===== src/countConnectedPkg.sv =====
`default_nettype none

package countConnectedPkg;

    // graph is the truth table over the hypercube points
    localparam int VarCount = 7;
    localparam int GraphWidth = 1 << VarCount;
    typedef logic [GraphWidth-1:0] graphT;

    // component count and caller tag
    localparam int CountWidth = 6;
    typedef logic [CountWidth-1:0] countT;

    localparam int TagWidth = 10;
    typedef logic [TagWidth-1:0] tagT;

    // latencies of the pipeline blocks
    localparam int HasBitDepth = 3;
    localparam int NewSeedDepth = 4;
    localparam int MonotonizeDepth = 2;
    localparam int ExplorationDepth = 7;
    localparam int ExplorationDownOffset = 5;

    // seeding, one middle register, exploration
    // equals the number of slots in flight
    localparam int LoopCycles = NewSeedDepth + 1 + ExplorationDepth;

    // one-hot of the lowest set bit in a nibble
    function automatic logic [3:0] lowestBit4(logic [3:0] v);
        return v & (~v + 4'd1);
    endfunction

endpackage

`default_nettype wire

===== src/countConnectedCore.sv =====
`timescale 1ns/1ps
`default_nettype none

module countConnectedCore (
    input  logic                     clk,
    input  logic                     rst,
    output logic                     request,
    input  countConnectedPkg::graphT graphIn,
    input  logic                     start,
    input  countConnectedPkg::tagT   tagIn,
    output logic                     done,
    output countConnectedPkg::countT connectCount,
    output countConnectedPkg::tagT   tagOut
);

    import countConnectedPkg::*;

    // values of the slot at the loop entry
    graphT leftoverRet;
    graphT extendedRet;
    logic [1:0] flagsRet;
    logic runEndRet;
    logic grabSeedRet;
    logic validRet;
    countT countRet;
    tagT tagRet;

    graphT leftoverEntry;
    logic grabEntry;
    logic validNext;
    tagT tagNext;

    // seeding stage results
    logic incrementNsd;
    graphT curExtendingNsd;
    graphT leftoverNsd;
    logic startNsd;
    countT countNsd;

    // middle register
    graphT leftoverMid;
    graphT curExtendingMid;
    countT countMid;

    // exploration results
    graphT selectedLeftover;
    graphT extendedDown;
    logic runEndExpl;
    logic grabSeedExpl;

    assign runEndRet = flagsRet[1];
    assign grabSeedRet = flagsRet[0];

    // loop entry, leftover held empty during reset
    assign leftoverEntry = rst ? '0 : (start ? graphIn : leftoverRet);
    // a freshly started slot always seeds first
    assign grabEntry = start | grabSeedRet;
    assign validNext = start | (validRet & ~runEndRet);
    assign tagNext = start ? tagIn : tagRet;

    newSeedPipeline u_newSeedPipeline (
        .clk            (clk),
        .rst            (rst),
        .graph          (leftoverEntry),
        .extendedIn     (extendedRet),
        .grabSeed       (grabEntry),
        .incrementCount (incrementNsd),
        .curExtending   (curExtendingNsd)
    );

    // bypass of the seeding stage
    delayLine #(.T(graphT), .Cycles(NewSeedDepth)) u_leftoverBypass (
        .clk(clk), .rst(rst), .din(leftoverEntry), .dout(leftoverNsd)
    );
    delayLine #(.T(logic), .Cycles(NewSeedDepth)) u_startBypass (
        .clk(clk), .rst(rst), .din(start), .dout(startNsd)
    );
    delayLine #(.T(countT), .Cycles(NewSeedDepth)) u_countBypass (
        .clk(clk), .rst(rst), .din(countRet), .dout(countNsd)
    );

    always_ff @(posedge clk) begin
        if (rst) begin
            leftoverMid <= '0;
            curExtendingMid <= '0;
            countMid <= '0;
        end else begin
            leftoverMid <= leftoverNsd;
            curExtendingMid <= curExtendingNsd;
            // new graphs count from zero
            countMid <= (startNsd ? countT'(0) : countNsd) + countT'(incrementNsd);
        end
    end

    explorationPipeline u_explorationPipeline (
        .clk              (clk),
        .rst              (rst),
        .leftover         (leftoverMid),
        .curExtending     (curExtendingMid),
        .selectedLeftover (selectedLeftover),
        .extendedDown     (extendedDown),
        .runEnd           (runEndExpl),
        .grabSeed         (grabSeedExpl)
    );

    // loop-back to the entry and to the seeding stage
    delayLine #(.T(graphT), .Cycles(LoopCycles - NewSeedDepth - 1 - ExplorationDepth))
        u_leftoverLoop (.clk(clk), .rst(rst), .din(selectedLeftover), .dout(leftoverRet));
    delayLine #(.T(logic [1:0]), .Cycles(LoopCycles - NewSeedDepth - 1 - ExplorationDepth))
        u_flagLoop (.clk(clk), .rst(rst), .din({runEndExpl, grabSeedExpl}), .dout(flagsRet));
    // extension meets the next round at the seed selection point
    delayLine #(.T(graphT), .Cycles(LoopCycles - 1 - ExplorationDownOffset))
        u_extendedLoop (.clk(clk), .rst(rst), .din(extendedDown), .dout(extendedRet));
    delayLine #(.T(countT), .Cycles(LoopCycles - NewSeedDepth - 1))
        u_countLoop (.clk(clk), .rst(rst), .din(countMid), .dout(countRet));

    // slot bookkeeping circulates the full loop
    delayLine #(.T(logic), .Cycles(LoopCycles))
        u_validLoop (.clk(clk), .rst(rst), .din(validNext), .dout(validRet));
    delayLine #(.T(tagT), .Cycles(LoopCycles))
        u_tagLoop (.clk(clk), .rst(rst), .din(tagNext), .dout(tagRet));

    // empty slot at the entry is free to take a graph
    assign request = runEndRet;
    assign done = runEndRet & validRet;
    assign connectCount = countRet;
    assign tagOut = tagRet;

endmodule

`default_nettype wire


===== src/explorationPipeline.sv =====
`timescale 1ns/1ps
`default_nettype none

module explorationPipeline (
    input  logic                     clk,
    input  logic                     rst,
    input  countConnectedPkg::graphT leftover,
    input  countConnectedPkg::graphT curExtending,
    output countConnectedPkg::graphT selectedLeftover,
    output countConnectedPkg::graphT extendedDown,
    output logic                     runEnd,
    output logic                     grabSeed
);

    import countConnectedPkg::*;

    // leftover graph, index is the delay in cycles
    graphT leftoverPipe [1:ExplorationDepth];
    graphT midPoint [MonotonizeDepth+1:ExplorationDownOffset];

    graphT upClosed;
    graphT downClosed;
    graphT reducedDown;
    graphT reducedSum;
    graphT reducedEnd;

    logic [GraphWidth/16-1:0] reducedNonEmpty;
    logic [GraphWidth/8-1:0] chunkStable;
    logic reducedEmpty;

    monotonizePipe #(.Upward(1'b1)) u_upClose (
        .clk  (clk),
        .rst  (rst),
        .din  (curExtending),
        .dout (upClosed)
    );

    monotonizePipe #(.Upward(1'b0)) u_downClose (
        .clk  (clk),
        .rst  (rst),
        .din  (midPoint[MonotonizeDepth+1]),
        .dout (downClosed)
    );

    // extension and reduction at the down stage
    assign extendedDown = leftoverPipe[ExplorationDownOffset] & downClosed;
    assign reducedDown = leftoverPipe[ExplorationDownOffset] & ~downClosed;

    always_ff @(posedge clk) begin
        if (rst) begin
            for (int k = 1; k <= ExplorationDepth; k++) begin
                leftoverPipe[k] <= '0;
            end
            for (int k = MonotonizeDepth + 1; k <= ExplorationDownOffset; k++) begin
                midPoint[k] <= '0;
            end
            reducedNonEmpty <= '0;
            chunkStable <= '0;
            reducedSum <= '0;
            reducedEnd <= '0;
            runEnd <= 1'b0;
            grabSeed <= 1'b0;
        end else begin
            leftoverPipe[1] <= leftover;
            for (int k = 2; k <= ExplorationDepth; k++) begin
                leftoverPipe[k] <= leftoverPipe[k - 1];
            end

            // up-closure kept inside the graph
            midPoint[MonotonizeDepth+1] <= upClosed & leftoverPipe[MonotonizeDepth];
            for (int k = MonotonizeDepth + 2; k <= ExplorationDownOffset; k++) begin
                midPoint[k] <= midPoint[k - 1];
            end

            // partial zero and equality checks
            for (int g = 0; g < GraphWidth / 16; g++) begin
                reducedNonEmpty[g] <= |reducedDown[16*g +: 16];
            end
            for (int c = 0; c < GraphWidth / 8; c++) begin
                chunkStable[c] <= extendedDown[8*c +: 8] == midPoint[ExplorationDownOffset][8*c +: 8];
            end
            reducedSum <= reducedDown;

            runEnd <= reducedEmpty;
            // Stable extension means the component is complete.
            // An empty remainder ends the run even if the extension still grew.
            grabSeed <= reducedEmpty | (&chunkStable);
            reducedEnd <= reducedSum;
        end
    end

    assign reducedEmpty = ~(|reducedNonEmpty);

    // component removed only once it is complete
    assign selectedLeftover = grabSeed ? reducedEnd : leftoverPipe[ExplorationDepth];

endmodule

`default_nettype wire


===== src/newSeedPipeline.sv =====
`timescale 1ns/1ps
`default_nettype none

module newSeedPipeline (
    input  logic                     clk,
    input  logic                     rst,
    input  countConnectedPkg::graphT graph,
    input  countConnectedPkg::graphT extendedIn,
    input  logic                     grabSeed,
    output logic                     incrementCount,
    output countConnectedPkg::graphT curExtending
);

    import countConnectedPkg::*;

    graphT graphStart;
    logic grabStart;
    graphT graphAligned;
    logic grabAligned;

    logic [1:0] hasBit64;
    logic [31:0] hasFirstBit4;
    logic [7:0] hasFirstBit16;

    logic [GraphWidth/4-1:0] firstNibble;
    graphT seed;

    // entry register ahead of the analysis tree
    always_ff @(posedge clk) begin
        if (rst) begin
            graphStart <= '0;
            grabStart <= 1'b0;
        end else begin
            graphStart <= graph;
            grabStart <= grabSeed;
        end
    end

    firstBitAnalysis u_firstBitAnalysis (
        .clk           (clk),
        .rst           (rst),
        .graph         (graphStart),
        .hasBit64      (hasBit64),
        .hasFirstBit4  (hasFirstBit4),
        .hasFirstBit16 (hasFirstBit16)
    );

    delayLine #(.T(graphT), .Cycles(HasBitDepth)) u_graphDelay (
        .clk  (clk),
        .rst  (rst),
        .din  (graphStart),
        .dout (graphAligned)
    );

    delayLine #(.T(logic), .Cycles(HasBitDepth)) u_grabDelay (
        .clk  (clk),
        .rst  (rst),
        .din  (grabStart),
        .dout (grabAligned)
    );

    // the nibble holding the overall first bit, then its lowest bit
    always_comb begin
        for (int n = 0; n < GraphWidth / 4; n++) begin
            firstNibble[n] = hasFirstBit4[n] & hasFirstBit16[n/4] & ((n < 16) | ~hasBit64[0]);
            seed[4*n +: 4] = firstNibble[n] ? lowestBit4(graphAligned[4*n +: 4]) : 4'b0000;
        end
    end

    assign curExtending = grabAligned ? seed : extendedIn;

    // an empty graph yields no seed and no new component
    assign incrementCount = grabAligned & (|hasBit64);

endmodule

`default_nettype wire


===== src/firstBitAnalysis.sv =====
`timescale 1ns/1ps
`default_nettype none

module firstBitAnalysis (
    input  logic                     clk,
    input  logic                     rst,
    input  countConnectedPkg::graphT graph,
    output logic [1:0]               hasBit64,
    output logic [31:0]              hasFirstBit4,
    output logic [7:0]               hasFirstBit16
);

    import countConnectedPkg::*;

    logic [GraphWidth/4-1:0]  hasBit4;
    logic [GraphWidth/16-1:0] hasBit16;
    // first-nibble marks, one cycle early
    logic [GraphWidth/4-1:0]  firstBit4Early;

    always_ff @(posedge clk) begin
        if (rst) begin
            hasBit4 <= '0;
            hasBit16 <= '0;
            firstBit4Early <= '0;
            hasBit64 <= '0;
            hasFirstBit16 <= '0;
            hasFirstBit4 <= '0;
        end else begin
            // stage 1: any bit per nibble
            for (int n = 0; n < GraphWidth / 4; n++) begin
                hasBit4[n] <= |graph[4*n +: 4];
            end

            // stage 2: 16-bit groups, and which nibble leads each group
            for (int g = 0; g < GraphWidth / 16; g++) begin
                hasBit16[g] <= |hasBit4[4*g +: 4];
                firstBit4Early[4*g +: 4] <= lowestBit4(hasBit4[4*g +: 4]);
            end

            // stage 3: halves, and which group leads each half
            for (int h = 0; h < GraphWidth / 64; h++) begin
                hasBit64[h] <= |hasBit16[4*h +: 4];
                hasFirstBit16[4*h +: 4] <= lowestBit4(hasBit16[4*h +: 4]);
            end
            hasFirstBit4 <= firstBit4Early;
        end
    end

endmodule

`default_nettype wire


===== src/monotonizePipe.sv =====
`timescale 1ns/1ps
`default_nettype none

module monotonizePipe #(
    parameter bit Upward = 1'b1
) (
    input  logic                     clk,
    input  logic                     rst,
    input  countConnectedPkg::graphT din,
    output countConnectedPkg::graphT dout
);

    import countConnectedPkg::*;

    graphT halfClosed;

    // closure along dimensions firstDim..lastDim, one dimension after the other
    function automatic graphT closeDims(graphT g, int firstDim, int lastDim);
        graphT acc;
        graphT prev;
        acc = g;
        for (int d = firstDim; d <= lastDim; d++) begin
            prev = acc;
            for (int i = 0; i < GraphWidth; i++) begin
                if (Upward && ((i >> d) & 1) == 1) begin
                    // point takes its subset along d
                    acc[i] = prev[i] | prev[i ^ (1 << d)];
                end else if (!Upward && ((i >> d) & 1) == 0) begin
                    // point takes its superset along d
                    acc[i] = prev[i] | prev[i | (1 << d)];
                end
            end
        end
        return acc;
    endfunction

    // dims 0..3 first, the remaining three in the second stage
    always_ff @(posedge clk) begin
        if (rst) begin
            halfClosed <= '0;
            dout <= '0;
        end else begin
            halfClosed <= closeDims(din, 0, 3);
            dout <= closeDims(halfClosed, 4, VarCount - 1);
        end
    end

endmodule

`default_nettype wire


===== src/delayLine.sv =====
`timescale 1ns/1ps
`default_nettype none

module delayLine #(
    parameter type T = logic,
    parameter int Cycles = 1
) (
    input  logic clk,
    input  logic rst,
    input  T     din,
    output T     dout
);

    generate
        if (Cycles == 0) begin : gPass
            // zero length, value passes in the same cycle
            assign dout = din;
        end else begin : gShift
            T stages [Cycles];

            always_ff @(posedge clk) begin
                if (rst) begin
                    for (int k = 0; k < Cycles; k++) begin
                        stages[k] <= '0;
                    end
                end else begin
                    stages[0] <= din;
                    for (int k = 1; k < Cycles; k++) begin
                        stages[k] <= stages[k - 1];
                    end
                end
            end

            assign dout = stages[Cycles - 1];
        end
    endgenerate

endmodule

`default_nettype wire


===== config.mk =====
export PLATFORM = sky130hd
export DESIGN_NAME = countConnectedCore
export DESIGN_NICKNAME = d
export VERILOG_FILES = /design/src/countConnectedPkg.sv /design/src/countConnectedCore.sv /design/src/explorationPipeline.sv /design/src/newSeedPipeline.sv /design/src/firstBitAnalysis.sv /design/src/monotonizePipe.sv /design/src/delayLine.sv
export SDC_FILE = /design/constraint.sdc
export NUM_CORES = 2
export LEC_CHECK = 0
export BUFFER_PORTS_ARGS = -buffer_cell sky130_fd_sc_hd__buf_2
export CORE_MARGIN = 3
export CORE_UTILIZATION = 40
export CTS_BUF_LIST = sky130_fd_sc_hd__clkbuf_2 sky130_fd_sc_hd__clkbuf_4 sky130_fd_sc_hd__clkbuf_8
export DETAILED_ROUTE_END_ITERATION = 6
export GPL_TIMING_DRIVEN = 0
export SYNTH_ARGS = -nofsm -noshare
export SYNTH_HDL_FRONTEND = slang
export SYNTH_SLANG_ARGS = --single-unit
export TNS_END_PERCENT = 1

===== constraint.sdc =====
create_clock -name clk -period 2.3 [get_ports clk]
set_input_delay 0.23 -clock clk [delete_from_list [all_inputs] [get_ports clk]]
set_output_delay 0.23 -clock clk [all_outputs]
set_load 0.05 [all_outputs]

==> metrics.yaml <==
critical_path:
  reg2reg_slack_ps: -180
  critical_path_class: "reg2reg"
  start_kind: "flip-flop"
  reg2reg_to: "u_explorationPipeline.grabSeed"
  slowest_stage: "nor4_1"
  crit_fanout: 1
  r2r_cells: 3
  max_stage_delay_ps: 1240
  regToRegStartpoint: "u_explorationPipeline.chunkStable[0]"
  cp_cell_sequence: "nand4_1 > nor4_1 > a41o_1"
  critPathArrivalTime_ps: 3600
  cp_data_required_time_ps: 3420
  critPathCaptureType: "flip-flop"
yosys:
  synth_fp_nets: 10100
  ys_warn_count: 0
  yosysTopAreaCellShare: 0.691
  syn-cell-area_um2: 114000
  synth-async-reset-ratio: 0
  yosysMostFrequentCell: "dfxtp_1"
  ys_seq_elements: 3927
  synth-seq-area-share: 0.691
  synth-edff-count: 0
  synth-main-ff-cell: "dfxtp_1"
  avgSynthCellArea_um2: 11.4
  synth.distinct_cells: 53
  netlist_instances: 9985
  ys_top_cells_by_area: "dfxtp_1 69%, nor2b_1 12%, nor2_1 3.2%"
  synth_top_cell_by_area: "dfxtp_1"
  netlist_top_cells_count: "3927 x dfxtp_1, 2212 x nor2b_1, 962 x nor2_1"
power:
  power_density_nw_per_um2: 989
  leakagePower_nw: 55.9
  pwr-share-comb: 0.029
  p_int_mw: 104
  irDropWorstVdd_mv: 0.658
  clkPwrFrac: 0.462
  finalPower_mw: 135
  pwr-share-seq: 0.509
  p_sw_mw: 30.8
  p_sw_frac: 0.228
route:
  drtIter0Drc: 6199
  drc: 0
  drt_pass1_iterations: 5
  finalWirelength_mm: 413
  vias_per_cell: 4.82
  routedWlPerCell_um: 27.0
  ant_nets: 0
  vias: 74000
floorplan:
  rows: 195
  die_h_um: 539
  start_util: 0.403
  fp.dieW_um: 539
  core-area_um2: 283000
  die_area_um2: 291000
  pin_count: 159
clocking:
  root_buffer: "clkbuf_8"
  cts_buffers: 621
  clk_pin_slew_ps: 60
  clk_latency_ps: 1240
  max-clock-path-buffers: 4
  h-tree-depth: 6
  clock-sinks: 3927
  cts_tree: "done"
global_route:
  grt_util_met1: 0.379
  top_usage_layer: "met2"
  antenna_found_initial: 87
  grt_overflow: 0
  grt_usage: 0.276
  grt_pass1_vias: 72900
  met3_usage: 0.0558
  grt_first_pass_wirelength_mm: 560
  grt_max_degree: 17
  grt_use_met2: 0.417
outcome:
  violations: "capacitance limit, slew limit, setup timing"
  status: "finished, violations left"
placed_design:
  place_ws_ps: -2080
  io_buffers: 156
  post-dp-hpwl_mm: 305
  place_congestion: 1.07
cells_and_area:
  final_layout_size_suffix_gt1_frac: 0.127
  nets: 11200
  syn_to_final_growth_pct: 19.8
timing:
  max_clock_freq_mhz: 403
  rsz0062_at_grt: "true"
  setup_viol: 37
  skew_ps: 90.7
  setup_slack_ps: -182
  post-route-period-util: 1.08
  fin_crit_ps: 2480
  maxSlewViolCount: 22
  slew_headroom: -0.0732
  hold_viol_final: 0
  tightest_slew_ps: 1610
min_path:
  min-delay-start: "rst"
  hold_end: "u_explorationPipeline.reducedEnd[119]"
  hold_class: "in2reg"
  min_path_cells: 6
run:
  maxCapViolations: 5
cells in the final DEF (no fill, tap or decap), types with 18 or more instances in the layout:
master,n
inv_1,154
a31oi_1,26
o22ai_1,24
xor2_1,115
buf_6,21
a32oi_1,26
clkbuf_8,747
a21oi_1,333
buf_2,273
nor2b_1,2210
nand4_1,47
and2b_1,442
dlygate4sd3_1,323
and3_1,57
nand2_1,219
a41oi_1,63
or2_2,25
nand2b_1,39
nor3_1,59
mux2i_1,138
and2_1,241
clkbuf_1,281
buf_4,35
nand3_1,29
nand4b_1,18
clkinv_2,31
or3_1,19
o21ai_0,24
diode_2,54
nor4_1,149
clkbuf_4,210
nor2_1,961
dfxtp_1,3922
per-layer routing:
layer,share of wire,wire [um]
met1,0.45,186000
met2,0.43,178000
met3,0.070,29000
met4,0.049,20200
met5,0.00017,70
worst max-delay path by stage:
stage	slack, ps	cells past startpoint	from	endpoint
2_1_floorplan	500	9	u_newSeedPipeline.u_grabDelay.gShift.stages[0][2]	countMid[4]
3_3_place_gp	-2180	5	rst	u_countBypass.gShift.stages[3][5]
3_5_place_dp	-2080	9	u_newSeedPipeline.u_grabDelay.gShift.stages[0][2]	countMid[4]
4_1_cts	-50	10	u_newSeedPipeline.u_grabDelay.gShift.stages[0][2]	countMid[4]
5_1_grt	-110	10	u_newSeedPipeline.u_grabDelay.gShift.stages[0][2]	countMid[4]
6_report	-180	3	u_explorationPipeline.chunkStable[0]	u_explorationPipeline.grabSeed
per-stage QoR:
step	cells	setup TNS [ps]	instance area, um^2	util	hold slack (ps)
floorplan	9985	0	114000	-	373
global placement	13900	-899090	119000	0.422	411
detailed placement	13900	-624310	119000	0.423	414
CTS	15300	-134	136000	0.481	29.0
global route	15300	-237	136000	0.482	80.9
finish	15300	-2190	136000	0.482	120
layout make-up:
type / instances / area, um^2
well taps: 3743 / 4680
plain buffers: 483 / 2310
inverters: 155 / 598
fillers: 25700 / 146000
repair buffers: 497 / 4370
flip-flops and latches: 3927 / 78600
clock inverters: 96 / 1300
diodes: 54 / 135
multi-input cells: 5420 / 32500
clock buffers: 955 / 11800
critical path, delay by kind of cell, from the launching register on:
kind               cells  cell delay, ps
and+or+nand+nor        2            1570
AOI/OAI and AO/OA      1             380
DFF                    1             430
repair_timing:
action / in CTS / in global routing
pin swaps: 2 / 0
buffers inserted: 2 / 0
setup endpoints to repair: 212 / 13
hold endpoints to repair: 252 / 6
gates resized for setup: 41 / 9
hold buffers: 329 / 4
flip-flops by register name, indices dropped and copies added (netlist names), 8 cells and up:
register	flops
u_explorationPipeline.reducedSum	128
u_newSeedPipeline.u_firstBitAnalysis.hasBit16	8
u_newSeedPipeline.u_firstBitAnalysis.firstBit4Early	32
u_explorationPipeline.u_downClose.dout	127
u_explorationPipeline.u_upClose.halfClosed	128
u_countLoop.gShift.stages	42
u_explorationPipeline.u_downClose.halfClosed	127
u_leftoverBypass.gShift.stages	509
u_explorationPipeline.reducedNonEmpty	8
u_newSeedPipeline.u_firstBitAnalysis.hasFirstBit16	8
leftoverMid	128
u_newSeedPipeline.u_firstBitAnalysis.hasFirstBit4	32
curExtendingMid	128
u_explorationPipeline.leftoverPipe	896
u_explorationPipeline.u_upClose.dout	128
u_validLoop.gShift.stages	12
u_newSeedPipeline.u_firstBitAnalysis.hasBit4	32
u_extendedLoop.gShift.stages	768
u_explorationPipeline.chunkStable	16
u_countBypass.gShift.stages	24
u_tagLoop.gShift.stages	120
u_explorationPipeline.midPoint	377
u_explorationPipeline.reducedEnd	128
power groups by stage:
stage,clock network [mW],logic [mW],registers (mW)
3_3_place_gp,0,3.37,70.2
5_1_grt,66.1,4.08,68.7
6_report,62.3,3.92,68.7
4_1_cts,63.1,3.91,68.7
3_5_place_dp,0,3.42,70.2
2_1_floorplan,0,1.52,70.0
cells by family (layout without fill, tap and decap cells):
kind of cell	count (synthesis)	in the layout	share of synthesized area
AO/OA/AOI/OAI	586	586	0.0325
XOR/XNOR	131	131	0.0101
AND/OR/NAND/NOR	4563	4563	0.230
flip-flops	3927	3927	0.691
other	0	54	0
multiplexers	138	138	0.0121
buffers and inverters	638	2186	0.0247
adder cells (fa/ha/maj)	2	2	0.000220
Note: power is estimated with default switching activity, not from simulation.
